[src/verilog/ex_params.svh]
// Execute stage parameters
`ifndef EX_PARAMS_SVH
`define EX_PARAMS_SVH

// general register and register number widths
`define REG_W 32
`define REG_ADDR_W 5

// load/store offset as it comes from the instruction
`define OFFSET_W 16

// shift amount bits taken from reg1
`define SHAMT_W 5

// exception vector
`define EXC_W 32

// exception bit positions in the vector
`define ADEL_IDX 4
`define ADES_IDX 5
`define OVERFLOW_IDX 12
`define TRAP_IDX 13

`endif

[src/verilog/ex_pkg.sv]
// Execute stage types
`include "ex_params.svh"

package ex_pkg;

  typedef logic [`REG_W-1:0] word_t;

  // operation codes follow the decode stage's 8-bit operation bus
  typedef enum logic [7:0] {
    OP_NOP  = 8'b0000_0000,
    OP_SRL  = 8'b0000_0010,
    OP_SRA  = 8'b0000_0011,
    OP_ADD  = 8'b0010_0000,
    OP_ADDU = 8'b0010_0001,
    OP_SUB  = 8'b0010_0010,
    OP_SUBU = 8'b0010_0011,
    OP_AND  = 8'b0010_0100,
    OP_OR   = 8'b0010_0101,
    OP_XOR  = 8'b0010_0110,
    OP_NOR  = 8'b0010_0111,
    OP_SLT  = 8'b0010_1010,
    OP_SLTU = 8'b0010_1011,
    OP_TGE  = 8'b0011_0000,
    OP_TGEU = 8'b0011_0001,
    OP_TLT  = 8'b0011_0010,
    OP_TLTU = 8'b0011_0011,
    OP_TEQ  = 8'b0011_0100,
    OP_TNE  = 8'b0011_0110,
    OP_SLL  = 8'b0111_1100,
    OP_CLZ  = 8'b1011_0000,
    OP_CLO  = 8'b1011_0001,
    OP_LB   = 8'b1110_0000,
    OP_LH   = 8'b1110_0001,
    OP_LW   = 8'b1110_0011,
    OP_LHU  = 8'b1110_0101,
    OP_SB   = 8'b1110_1000,
    OP_SH   = 8'b1110_1001,
    OP_SW   = 8'b1110_1011
  } aluop_e;

  // result class, selects which datapath drives wdata
  typedef enum logic [2:0] {
    SEL_NONE        = 3'b000,
    SEL_LOGIC       = 3'b001,
    SEL_SHIFT       = 3'b010,
    SEL_ARITH       = 3'b100,
    SEL_JUMP_BRANCH = 3'b110
  } alusel_e;

  typedef struct packed {
    aluop_e                 aluop;
    alusel_e                alusel;
    word_t                  reg1;
    word_t                  reg2;
    logic [`OFFSET_W-1:0]   offset;
    word_t                  link_addr;
    logic [`REG_ADDR_W-1:0] wd;
    logic                   wreg;
    logic [`EXC_W-1:0]      exc_in;
  } ex_req_t;

  typedef struct packed {
    aluop_e                 aluop;
    logic [`REG_ADDR_W-1:0] wd;
    logic                   wreg;
    word_t                  wdata;
    word_t                  mem_addr;
    word_t                  store_data;
    logic [`EXC_W-1:0]      exc;
  } ex_res_t;

  typedef struct packed {
    word_t sum;
    logic  ov;
    logic  lt;
    logic  eq;
  } cmp_t;

endpackage

[src/verilog/ex_adder_cmp.sv]
// Shared adder and comparator
`include "ex_params.svh"

module ex_adder_cmp (
  input  ex_pkg::ex_req_t req_i,
  output ex_pkg::cmp_t    cmp_o
);

  import ex_pkg::*;

  logic  sub_sel;
  logic  signed_cmp;
  word_t a;
  word_t b;
  word_t b_mux;
  word_t sum;
  logic  a_neg;
  logic  b_neg;
  logic  sum_neg;

  assign a = req_i.reg1;
  assign b = req_i.reg2;

  // subtract for the explicit subtractions and the signed compares
  assign sub_sel = req_i.aluop inside {OP_SUB, OP_SUBU, OP_SLT, OP_TLT, OP_TGE};

  // signed less-than comes from the difference, everything else is unsigned
  assign signed_cmp = req_i.aluop inside {OP_SLT, OP_TLT, OP_TGE};

  assign b_mux = sub_sel ? (~b + word_t'(1)) : b;
  assign sum = a + b_mux;

  assign a_neg = a[`REG_W-1];
  assign b_neg = b[`REG_W-1];
  assign sum_neg = sum[`REG_W-1];

  always_comb
  begin
    cmp_o.sum = sum;
    // like operand signs in but the opposite sign out
    // reg2 counts with its sign flipped when it is subtracted
    cmp_o.ov = (a_neg == (b_neg ^ sub_sel)) && (sum_neg != a_neg);
    if (signed_cmp)
    begin
      // negative vs positive, or same sign with a negative difference
      cmp_o.lt = (a_neg && !b_neg) ||
                 (!a_neg && !b_neg && sum_neg) ||
                 (a_neg && b_neg && sum_neg);
    end
    else
    begin
      cmp_o.lt = (a < b);
    end
    cmp_o.eq = (a == b);
  end

endmodule

[src/verilog/ex_alu.sv]
// Execute stage result datapath
`include "ex_params.svh"

module ex_alu (
  input  ex_pkg::ex_req_t req_i,
  input  ex_pkg::cmp_t    cmp_i,
  output ex_pkg::word_t   wdata_o
);

  import ex_pkg::*;

  logic [`SHAMT_W-1:0] shamt;
  word_t               logic_res;
  word_t               shift_res;
  word_t               arith_res;

  // zeros above the highest set bit, all 32 when the word is zero
  function automatic word_t lead_zeros(input word_t w);
    word_t n;
    n = word_t'(`REG_W);
    for (int i = 0; i < `REG_W; i++)
    begin
      if (w[i])
      begin
        n = word_t'(`REG_W - 1 - i);
      end
    end
    return n;
  endfunction

  assign shamt = req_i.reg1[`SHAMT_W-1:0];

  always_comb
  begin
    case (req_i.aluop)
      OP_OR:   logic_res = req_i.reg1 | req_i.reg2;
      OP_AND:  logic_res = req_i.reg1 & req_i.reg2;
      OP_NOR:  logic_res = ~(req_i.reg1 | req_i.reg2);
      OP_XOR:  logic_res = req_i.reg1 ^ req_i.reg2;
      default: logic_res = '0;
    endcase
  end

  // shifts operate on reg2, amount from reg1
  always_comb
  begin
    case (req_i.aluop)
      OP_SLL:  shift_res = req_i.reg2 << shamt;
      OP_SRL:  shift_res = req_i.reg2 >> shamt;
      OP_SRA:  shift_res = word_t'($signed(req_i.reg2) >>> shamt);
      default: shift_res = '0;
    endcase
  end

  always_comb
  begin
    case (req_i.aluop)
      OP_SLT, OP_SLTU:
        arith_res = word_t'(cmp_i.lt);
      OP_ADD, OP_ADDU, OP_SUB, OP_SUBU:
        arith_res = cmp_i.sum;
      OP_CLZ:
        arith_res = lead_zeros(req_i.reg1);
      // leading ones are leading zeros of the inverse
      OP_CLO:
        arith_res = lead_zeros(~req_i.reg1);
      default:
        arith_res = '0;
    endcase
  end

  always_comb
  begin
    case (req_i.alusel)
      SEL_LOGIC:       wdata_o = logic_res;
      SEL_SHIFT:       wdata_o = shift_res;
      SEL_ARITH:       wdata_o = arith_res;
      SEL_JUMP_BRANCH: wdata_o = req_i.link_addr;
      default:         wdata_o = '0;
    endcase
  end

endmodule

[src/verilog/ex_except.sv]
// Execute stage exceptions and memory address
`include "ex_params.svh"

module ex_except (
  input  ex_pkg::ex_req_t req_i,
  input  ex_pkg::cmp_t    cmp_i,
  output ex_pkg::word_t   mem_addr_o,
  output logic            wreg_o,
  output ex_pkg::word_t   exc_o
);

  import ex_pkg::*;

  word_t offset_sx;
  logic  trap;
  logic  ov_exc;
  logic  adel;
  logic  ades;
  logic  half_odd;
  logic  word_mis;
  word_t exc_cur;

  // base register plus sign-extended offset
  assign offset_sx = {{(`REG_W-`OFFSET_W){req_i.offset[`OFFSET_W-1]}}, req_i.offset};
  assign mem_addr_o = req_i.reg1 + offset_sx;

  always_comb
  begin
    case (req_i.aluop)
      OP_TEQ:           trap = cmp_i.eq;
      OP_TNE:           trap = !cmp_i.eq;
      OP_TGE, OP_TGEU:  trap = !cmp_i.lt;
      OP_TLT, OP_TLTU:  trap = cmp_i.lt;
      default:          trap = 1'b0;
    endcase
  end

  // only the trapping forms raise overflow, ADDU/SUBU wrap silently
  assign ov_exc = (req_i.aluop inside {OP_ADD, OP_SUB}) && cmp_i.ov;

  assign half_odd = mem_addr_o[0];
  assign word_mis = |mem_addr_o[1:0];

  always_comb
  begin
    adel = 1'b0;
    ades = 1'b0;
    case (req_i.aluop)
      OP_LH, OP_LHU: adel = half_odd;
      OP_LW:         adel = word_mis;
      OP_SH:         ades = half_odd;
      OP_SW:         ades = word_mis;
      default:
      begin
        adel = 1'b0;
        ades = 1'b0;
      end
    endcase
  end

  always_comb
  begin
    exc_cur = '0;
    exc_cur[`TRAP_IDX] = trap;
    exc_cur[`OVERFLOW_IDX] = ov_exc;
    exc_cur[`ADEL_IDX] = adel;
    exc_cur[`ADES_IDX] = ades;
  end

  // decode exceptions ride along with this stage's own
  assign exc_o = exc_cur | req_i.exc_in;

  // an overflowing add or sub must not reach the register file
  assign wreg_o = req_i.wreg && !ov_exc;

endmodule

[src/verilog/ex_mem_reg.sv]
// Execute to memory pipeline register

module ex_mem_reg (
  input  logic            clk,
  input  logic            rst_n_i,
  input  ex_pkg::ex_res_t d_i,
  input  logic            d_valid_i,
  output logic            d_ready_o,
  output ex_pkg::ex_res_t q_o,
  output logic            q_valid_o,
  input  logic            q_ready_i
);

  logic load;

  // free slot, or the held item leaves this cycle
  assign d_ready_o = !q_valid_o || q_ready_i;
  assign load = d_valid_i && d_ready_o;

  always_ff @(posedge clk or negedge rst_n_i)
  begin
    if (!rst_n_i)
    begin
      q_valid_o <= 1'b0;
    end
    else if (d_ready_o)
    begin
      // empties unless a new item arrives on the same edge
      q_valid_o <= d_valid_i;
    end
  end

  // held steady under back-pressure
  always_ff @(posedge clk)
  begin
    if (load)
    begin
      q_o <= d_i;
    end
  end

endmodule

[src/verilog/ex_top.sv]
// Execute stage top level

module ex_top (
  input  logic            clk,
  input  logic            rst_n_i,
  input  ex_pkg::ex_req_t req_i,
  input  logic            req_valid_i,
  output logic            req_ready_o,
  output ex_pkg::ex_res_t res_o,
  output logic            res_valid_o,
  input  logic            res_ready_i
);

  import ex_pkg::*;

  cmp_t    cmp;
  word_t   wdata;
  word_t   mem_addr;
  logic    wreg;
  word_t   exc;
  ex_res_t res_d;

  ex_adder_cmp u_adder_cmp (
    .req_i (req_i),
    .cmp_o (cmp)
  );

  ex_alu u_alu (
    .req_i   (req_i),
    .cmp_i   (cmp),
    .wdata_o (wdata)
  );

  ex_except u_except (
    .req_i      (req_i),
    .cmp_i      (cmp),
    .mem_addr_o (mem_addr),
    .wreg_o     (wreg),
    .exc_o      (exc)
  );

  always_comb
  begin
    res_d.aluop = req_i.aluop;
    res_d.wd = req_i.wd;
    res_d.wreg = wreg;
    res_d.wdata = wdata;
    res_d.mem_addr = mem_addr;
    // store data is reg2 as read in decode
    res_d.store_data = req_i.reg2;
    res_d.exc = exc;
  end

  ex_mem_reg u_mem_reg (
    .clk       (clk),
    .rst_n_i   (rst_n_i),
    .d_i       (res_d),
    .d_valid_i (req_valid_i),
    .d_ready_o (req_ready_o),
    .q_o       (res_o),
    .q_valid_o (res_valid_o),
    .q_ready_i (res_ready_i)
  );

endmodule

[config.mk]
export PLATFORM = sky130hd
export DESIGN_NAME = ex_top
export DESIGN_NICKNAME = d
export VERILOG_FILES = /design/src/verilog/ex_pkg.sv /design/src/verilog/ex_adder_cmp.sv /design/src/verilog/ex_alu.sv /design/src/verilog/ex_except.sv /design/src/verilog/ex_mem_reg.sv /design/src/verilog/ex_top.sv
export VERILOG_INCLUDE_DIRS = /design/src /design/src/verilog
export SDC_FILE = /design/constraint.sdc
export NUM_CORES = 1
export LEC_CHECK = 0
export ABC_AREA = 1
export BUFFER_PORTS_ARGS = -buffer_cell sky130_fd_sc_hd__buf_2
export CORE_MARGIN = 4
export CORE_UTILIZATION = 45
export CTS_CLUSTER_SIZE = 20
export DETAILED_ROUTE_END_ITERATION = 6
export PLACE_DENSITY = 0.77
export SYNTH_ARGS = -nofsm -noshare
export SYNTH_HDL_FRONTEND = slang
export SYNTH_SLANG_ARGS = --single-unit
[constraint.sdc]
create_clock -name clk -period 7.6 [get_ports clk]
set_input_delay 1.52 -clock clk [delete_from_list [all_inputs] [get_ports clk]]
set_output_delay 1.52 -clock clk [all_outputs]
set_load 0.01 [all_outputs]
* Word-level counts from Yosys, hierarchy flattened
Cells that the tools add are included.
Word-level totals: flip-flop bits (word level) 143, bits of input ports 165, logic and storage cells 156
Cells by class: add/subtract/negate cells 3, $lt $le $gt $ge 1, equal/unequal tests 33, shift-type cells 3, mux-type cells 73, bitwise logic cells 8, reductions and logical operators 27
Operators by type and width (number):
- 6-bit 2-to-1 mux | 64
- 32-bit one-hot mux with 4 select lines | 3
- 8-bit by 6-bit equality test with 1-bit output (second input constant) | 16
- 32-bit inverter | 3
- 32-bit one-hot mux with 3 select lines | 1
- 32-bit adder | 2
- 8-bit equality test (second input constant) | 7
- 32-bit by 1-bit adder with 32-bit output (second input constant) | 1
- 32-bit AND | 1
- 32-bit equality test | 1
- 32-bit less-than comparator | 1
- 32-bit 2-to-1 mux | 1
- 14-bit by 32-bit bitwise OR with 32-bit output | 1
- 32-bit bitwise OR | 1
- 32-bit by 5-bit left shift with 32-bit output | 1
- 32-bit by 5-bit right shift with 32-bit output | 1
- 32-bit by 5-bit >>> shifter with 32-bit output | 1
- 32-bit bitwise XOR | 1
- 8-bit by 2-bit equality test with 1-bit output (second input constant) | 2
- 2-bit OR reduction | 5
- 1-bit logical AND | 9
- 8-bit by 7-bit equality test with 1-bit output (second input constant) | 1
- 3-bit equality test (second input constant) | 2
- 1-bit logical NOT | 6
- 13 further kinds | 16

* Depth between registers and ports, before layout
word-level depth 35, gate-level depth with buffers 36, mapped depth without buffers 35

* Modules after synthesis
Synthesis repeated with hierarchy kept, for this count alone.
Second synthesis, totals: cell total of the unflattened synthesis 2621, area, all modules 17435.5 sq um
By module, submodules not included:
- ex_alu | instances 1, cells an instance 1275, area each 6545.0 sq um
- ex_mem_reg | instances 1, cells an instance 148, area each 4309.1 sq um
- ex_adder_cmp | instances 1, cells an instance 651, area each 3809.9 sq um
- ex_except | instances 1, cells an instance 547, area each 2771.4 sq um

* Worst setup path after synthesis
Ideal clock, no wire load.
path type input-to-reg, from input port req_valid_i, to register u_mem_reg.q_o[0] (netlist name), enable pin, library setup time 690 ps, arrival 8394 ps, slack -1484 ps, stages 2, path buffers 0, path through inv_1 > a21oi_1
Between the ends: longest elaborated chain between the ends 1
RTL lines:
- start, declared | line ex_top.sv:7 | input logic req_valid_i,
- 1-bit logical AND | line ex_mem_reg.sv:18 | assign load = d_valid_i && d_ready_o;
- net u_mem_reg.load | line ex_mem_reg.sv:14 | logic load;
- end signal, assigned | line ex_mem_reg.sv:38 | q_o <= d_i;
- end, declared | line ex_mem_reg.sv:9 | output ex_pkg::ex_res_t q_o,
The timed path passes the listed nets, and every way through them passes these cells. A chain may end at the register's enable or synchronous reset.

* Final worst setup path
from input port req_i[159] (netlist name), to register u_mem_reg.q_o[126] (netlist name) (data pin)
Between the ends: longest elaborated chain between the ends 6
RTL lines:
- start, declared | line ex_top.sv:6 | input ex_pkg::ex_req_t req_i,
- 8-bit by 6-bit equality test with 1-bit output (on tied branches) | line ex_adder_cmp.sv:25, ex_alu.sv:57
- 5-bit nonzero test | line ex_adder_cmp.sv:25 | assign sub_sel = req_i.aluop inside {OP_SUB, OP_SUBU, OP_SLT, OP_TLT, OP_TGE};
- 32-bit 2-to-1 mux | line ex_adder_cmp.sv:30 | assign b_mux = sub_sel ? (~b + word_t'(1)) : b;
- 32-bit adder | line ex_adder_cmp.sv:31 | assign sum = a + b_mux;
- 32-bit one-hot mux with 4 select lines | line ex_alu.sv:57 | case (req_i.aluop)
- 32-bit one-hot mux with 4 select lines (*) | line ex_alu.sv:74 | case (req_i.alusel)
- net u_alu.wdata_o[30] | line ex_alu.sv:7 | output ex_pkg::word_t wdata_o
The timed path passes the listed nets; every way through them passes the cells marked *.

==> impl_metrics.json <==
{
  "status": "finished clean",
  "async_reset_ff_frac": 0.00699,
  "cts_buffer_depth": 2,
  "leakage_uw": 0.00837,
  "cp_max_fo": 20,
  "max_stage_delay_ns": 0.40,
  "core_area_um2": 33500,
  "endpoint_kind": "flop",
  "syn_area_um2": 15300,
  "synth_area_leader_cell": "edfxtp_1",
  "ys_seq_area_frac": 0.281,
  "io_buffers": 308,
  "fp.dieW_um": 192,
  "setup_violations": 0,
  "clock-sinks": 143,
  "grt-ovfl-total": 0,
  "drt_drc_violations_left": 0,
  "clock_latency_ns": 0.46,
  "syn_nets": 2465,
  "rsz0062_at_grt": "no",
  "path_clk_slew_ns": 0.06,
  "grt_antenna_before_repair": 1,
  "ant_nets": 0,
  "crit_arrival_ns": 6.36,
  "drtPass1Iterations": 6,
  "switchingPower_uw": 985,
  "max-cap-violations": 0,
  "p_int_uw": 1680,
  "vias_per_cell": 5.97,
  "wl_per_cell_um": 24.8,
  "avgSynthCellArea_um2": 7.14,
  "synth_area_leaders": "edfxtp_1 (28%), ha_1 (13%), nand2_1 (12%), inv_1 (7.0%), o21ai_0 (6.4%)",
  "dp_hpwl_um": 57800,
  "nets": 2744,
  "crit_required_ns": 7.78,
  "crit_path_frequent_cell": "nand2_1",
  "row_count": 67,
  "dr.first_iter.drc_count": 1993,
  "fmax_mhz": 162,
  "start_util": 0.455,
  "yosys.area.top_type_share": 0.279,
  "setup.worst_path.class": "in -> reg",
  "vias": 17200,
  "p_comb_frac": 0.320,
  "grt_pass1_vias": 16500,
  "htree_num_levels": 4,
  "clkPwrFrac": 0.322,
  "tns_ns": 0,
  "cts_made_buffers": 17,
  "synthFlopType": "edfxtp_1",
  "grt_max_degree": 84,
  "synth_cell_type_count": 64,
  "cts_root_buf": "clkbuf_16",
  "total_power_uw": 2660,
  "p_sw_frac": 0.370,
  "die_area_um2": 36900,
  "die_h_um": 192,
  "ys_ff_latch": 143,
  "yosysWarnings": 0,
  "gp_congestion": 1.04,
  "hold_viol_final": 0,
  "power.share.sequential": 0.357,
  "slew_headroom": 0.0638,
  "p_per_area_nw_per_um2": 149,
  "cts_tree": "yes",
  "slew_violations": 0,
  "grt_pass1_wl_um": 103000,
  "syn-instance-count": 2139,
  "grt.total_usage": 0.377,
  "syn_to_final_growth_pct": 17.2,
  "synth_edf_count": 142,
  "cp-start-kind": "input port",
  "finalCritPeriodShare": 0.813,
  "worst_clock_skew_ns": 0.00960,
  "wl_um": 71500,
  "postCtsSetupBuffers": 0,
  "period_needed_ns": 6.18,
  "cts_resized": 0,
  "ir_drop_mv": 0.145,
  "drive_gt1_frac": 0.169,
  "layout_commonest_cell": "nand2_1",
  "tightest_slew_ns": 1.37,
  "io_pins": 309,
  "reg2reg_setup_slack_ns": 5.38,
  "layout_common_cells": "nand2_1 (496), buf_2 (308), inv_1 (286)",
  "cp_slowest_cell": "fa_1",
  "hp-class": "reg -> reg",
  "num_antenna_cells": 0,
  "holdBufCountCts": 0
}
-- worst max-delay path: cells and delay by family --
family                   cells  cell delay, ns
buffers and inverters        5            0.74
AO/OA/AOI/OAI               10            1.66
XOR/XNOR                     1            0.15
adder cells (fa/ha/maj)      1            0.40
AND/OR/NAND/NOR             15            1.89
-- layer usage --
layer  track usage  share of wire
met5             0       0.000098
met4         0.220          0.068
met3        0.0574          0.092
met2         0.613           0.45
met1         0.476           0.39
-- cell type report --
class                           instances  area, um^2
Clock buffer                           18         439
Tap cell                              448         561
Fill cell                            3372       15600
Inverter                              297        1120
Multi-Input combinational cell       1627        9620
Timing Repair Buffer                  332        1720
Clock inverter                         14         149
Sequential cell                       143        4290
-- sequential cells by signal, indices dropped and copies added, names as in the netlist --
register	count
u_mem_reg.q_valid_o	1
u_mem_reg.q_o	142
-- logic make-up (layout without fill, tap and decap cells) --
group,count (synthesis),in the layout,synth area share
simple gates,810,810,0.221
compound gates,574,574,0.226
buf+inv,369,661,0.0912
fa+ha+maj,161,161,0.133
flops,143,143,0.281
xor+xnor,74,74,0.0429
mux,8,8,0.00525
-- power by group through the flow --
stage	logic [uW]	clock network (uW)	registers, uW
5_1_grt	929	901	956
4_1_cts	835	865	953
6_report	853	858	952
3_3_place_gp	826	0	968
3_5_place_dp	830	0	970
2_1_floorplan	467	0	1000
-- synth_stat cells, types with 22 or more instances --
cell type and n:
ha_1 159, nand3_1 57, a31oi_1 27, nor3_1 34, nor2_1 158, clkbuf_1 54
xor2_1 59, nand2_1 496, edfxtp_1 142, a21oi_1 161, o21ai_0 195, o21ai_1 22
a221oi_1 32, inv_1 286
-- path summary, 6_finish.rpt --
check                                                start                              end  cells past startpoint
max                                             req_i[159]     u_mem_reg.q_o[126]$_DFFE_PP_                     32
min                        u_mem_reg.q_valid_o$_DFFE_PN0N_  u_mem_reg.q_valid_o$_DFFE_PN0N_                      2
max reg2reg                u_mem_reg.q_valid_o$_DFFE_PN0N_     u_mem_reg.q_o[100]$_DFFE_PP_                      2
min reg2reg                u_mem_reg.q_valid_o$_DFFE_PN0N_  u_mem_reg.q_valid_o$_DFFE_PN0N_                      2
max in group asynchronous                          rst_n_i  u_mem_reg.q_valid_o$_DFFE_PN0N_                      1
min in group asynchronous                          rst_n_i  u_mem_reg.q_valid_o$_DFFE_PN0N_                      1
-- metrics by stage --
stage | hold WS [ns] | area [um^2] | utilization | setup slack [ns] | std cells
CTS | 0.584 | 17900 | 0.534 | 1.59 | 2879
finish | 0.579 | 17900 | 0.534 | 1.42 | 2879
detailed placement | 0.572 | 17300 | 0.516 | 1.19 | 2847
global route | 0.616 | 17900 | 0.534 | 0.893 | 2879
floorplan | 0.631 | 15300 | - | 1.44 | 2139
global placement | 0.565 | 17300 | 0.516 | 1.25 | 2847
No activity file was read; power rests on OpenSTA's default activity.
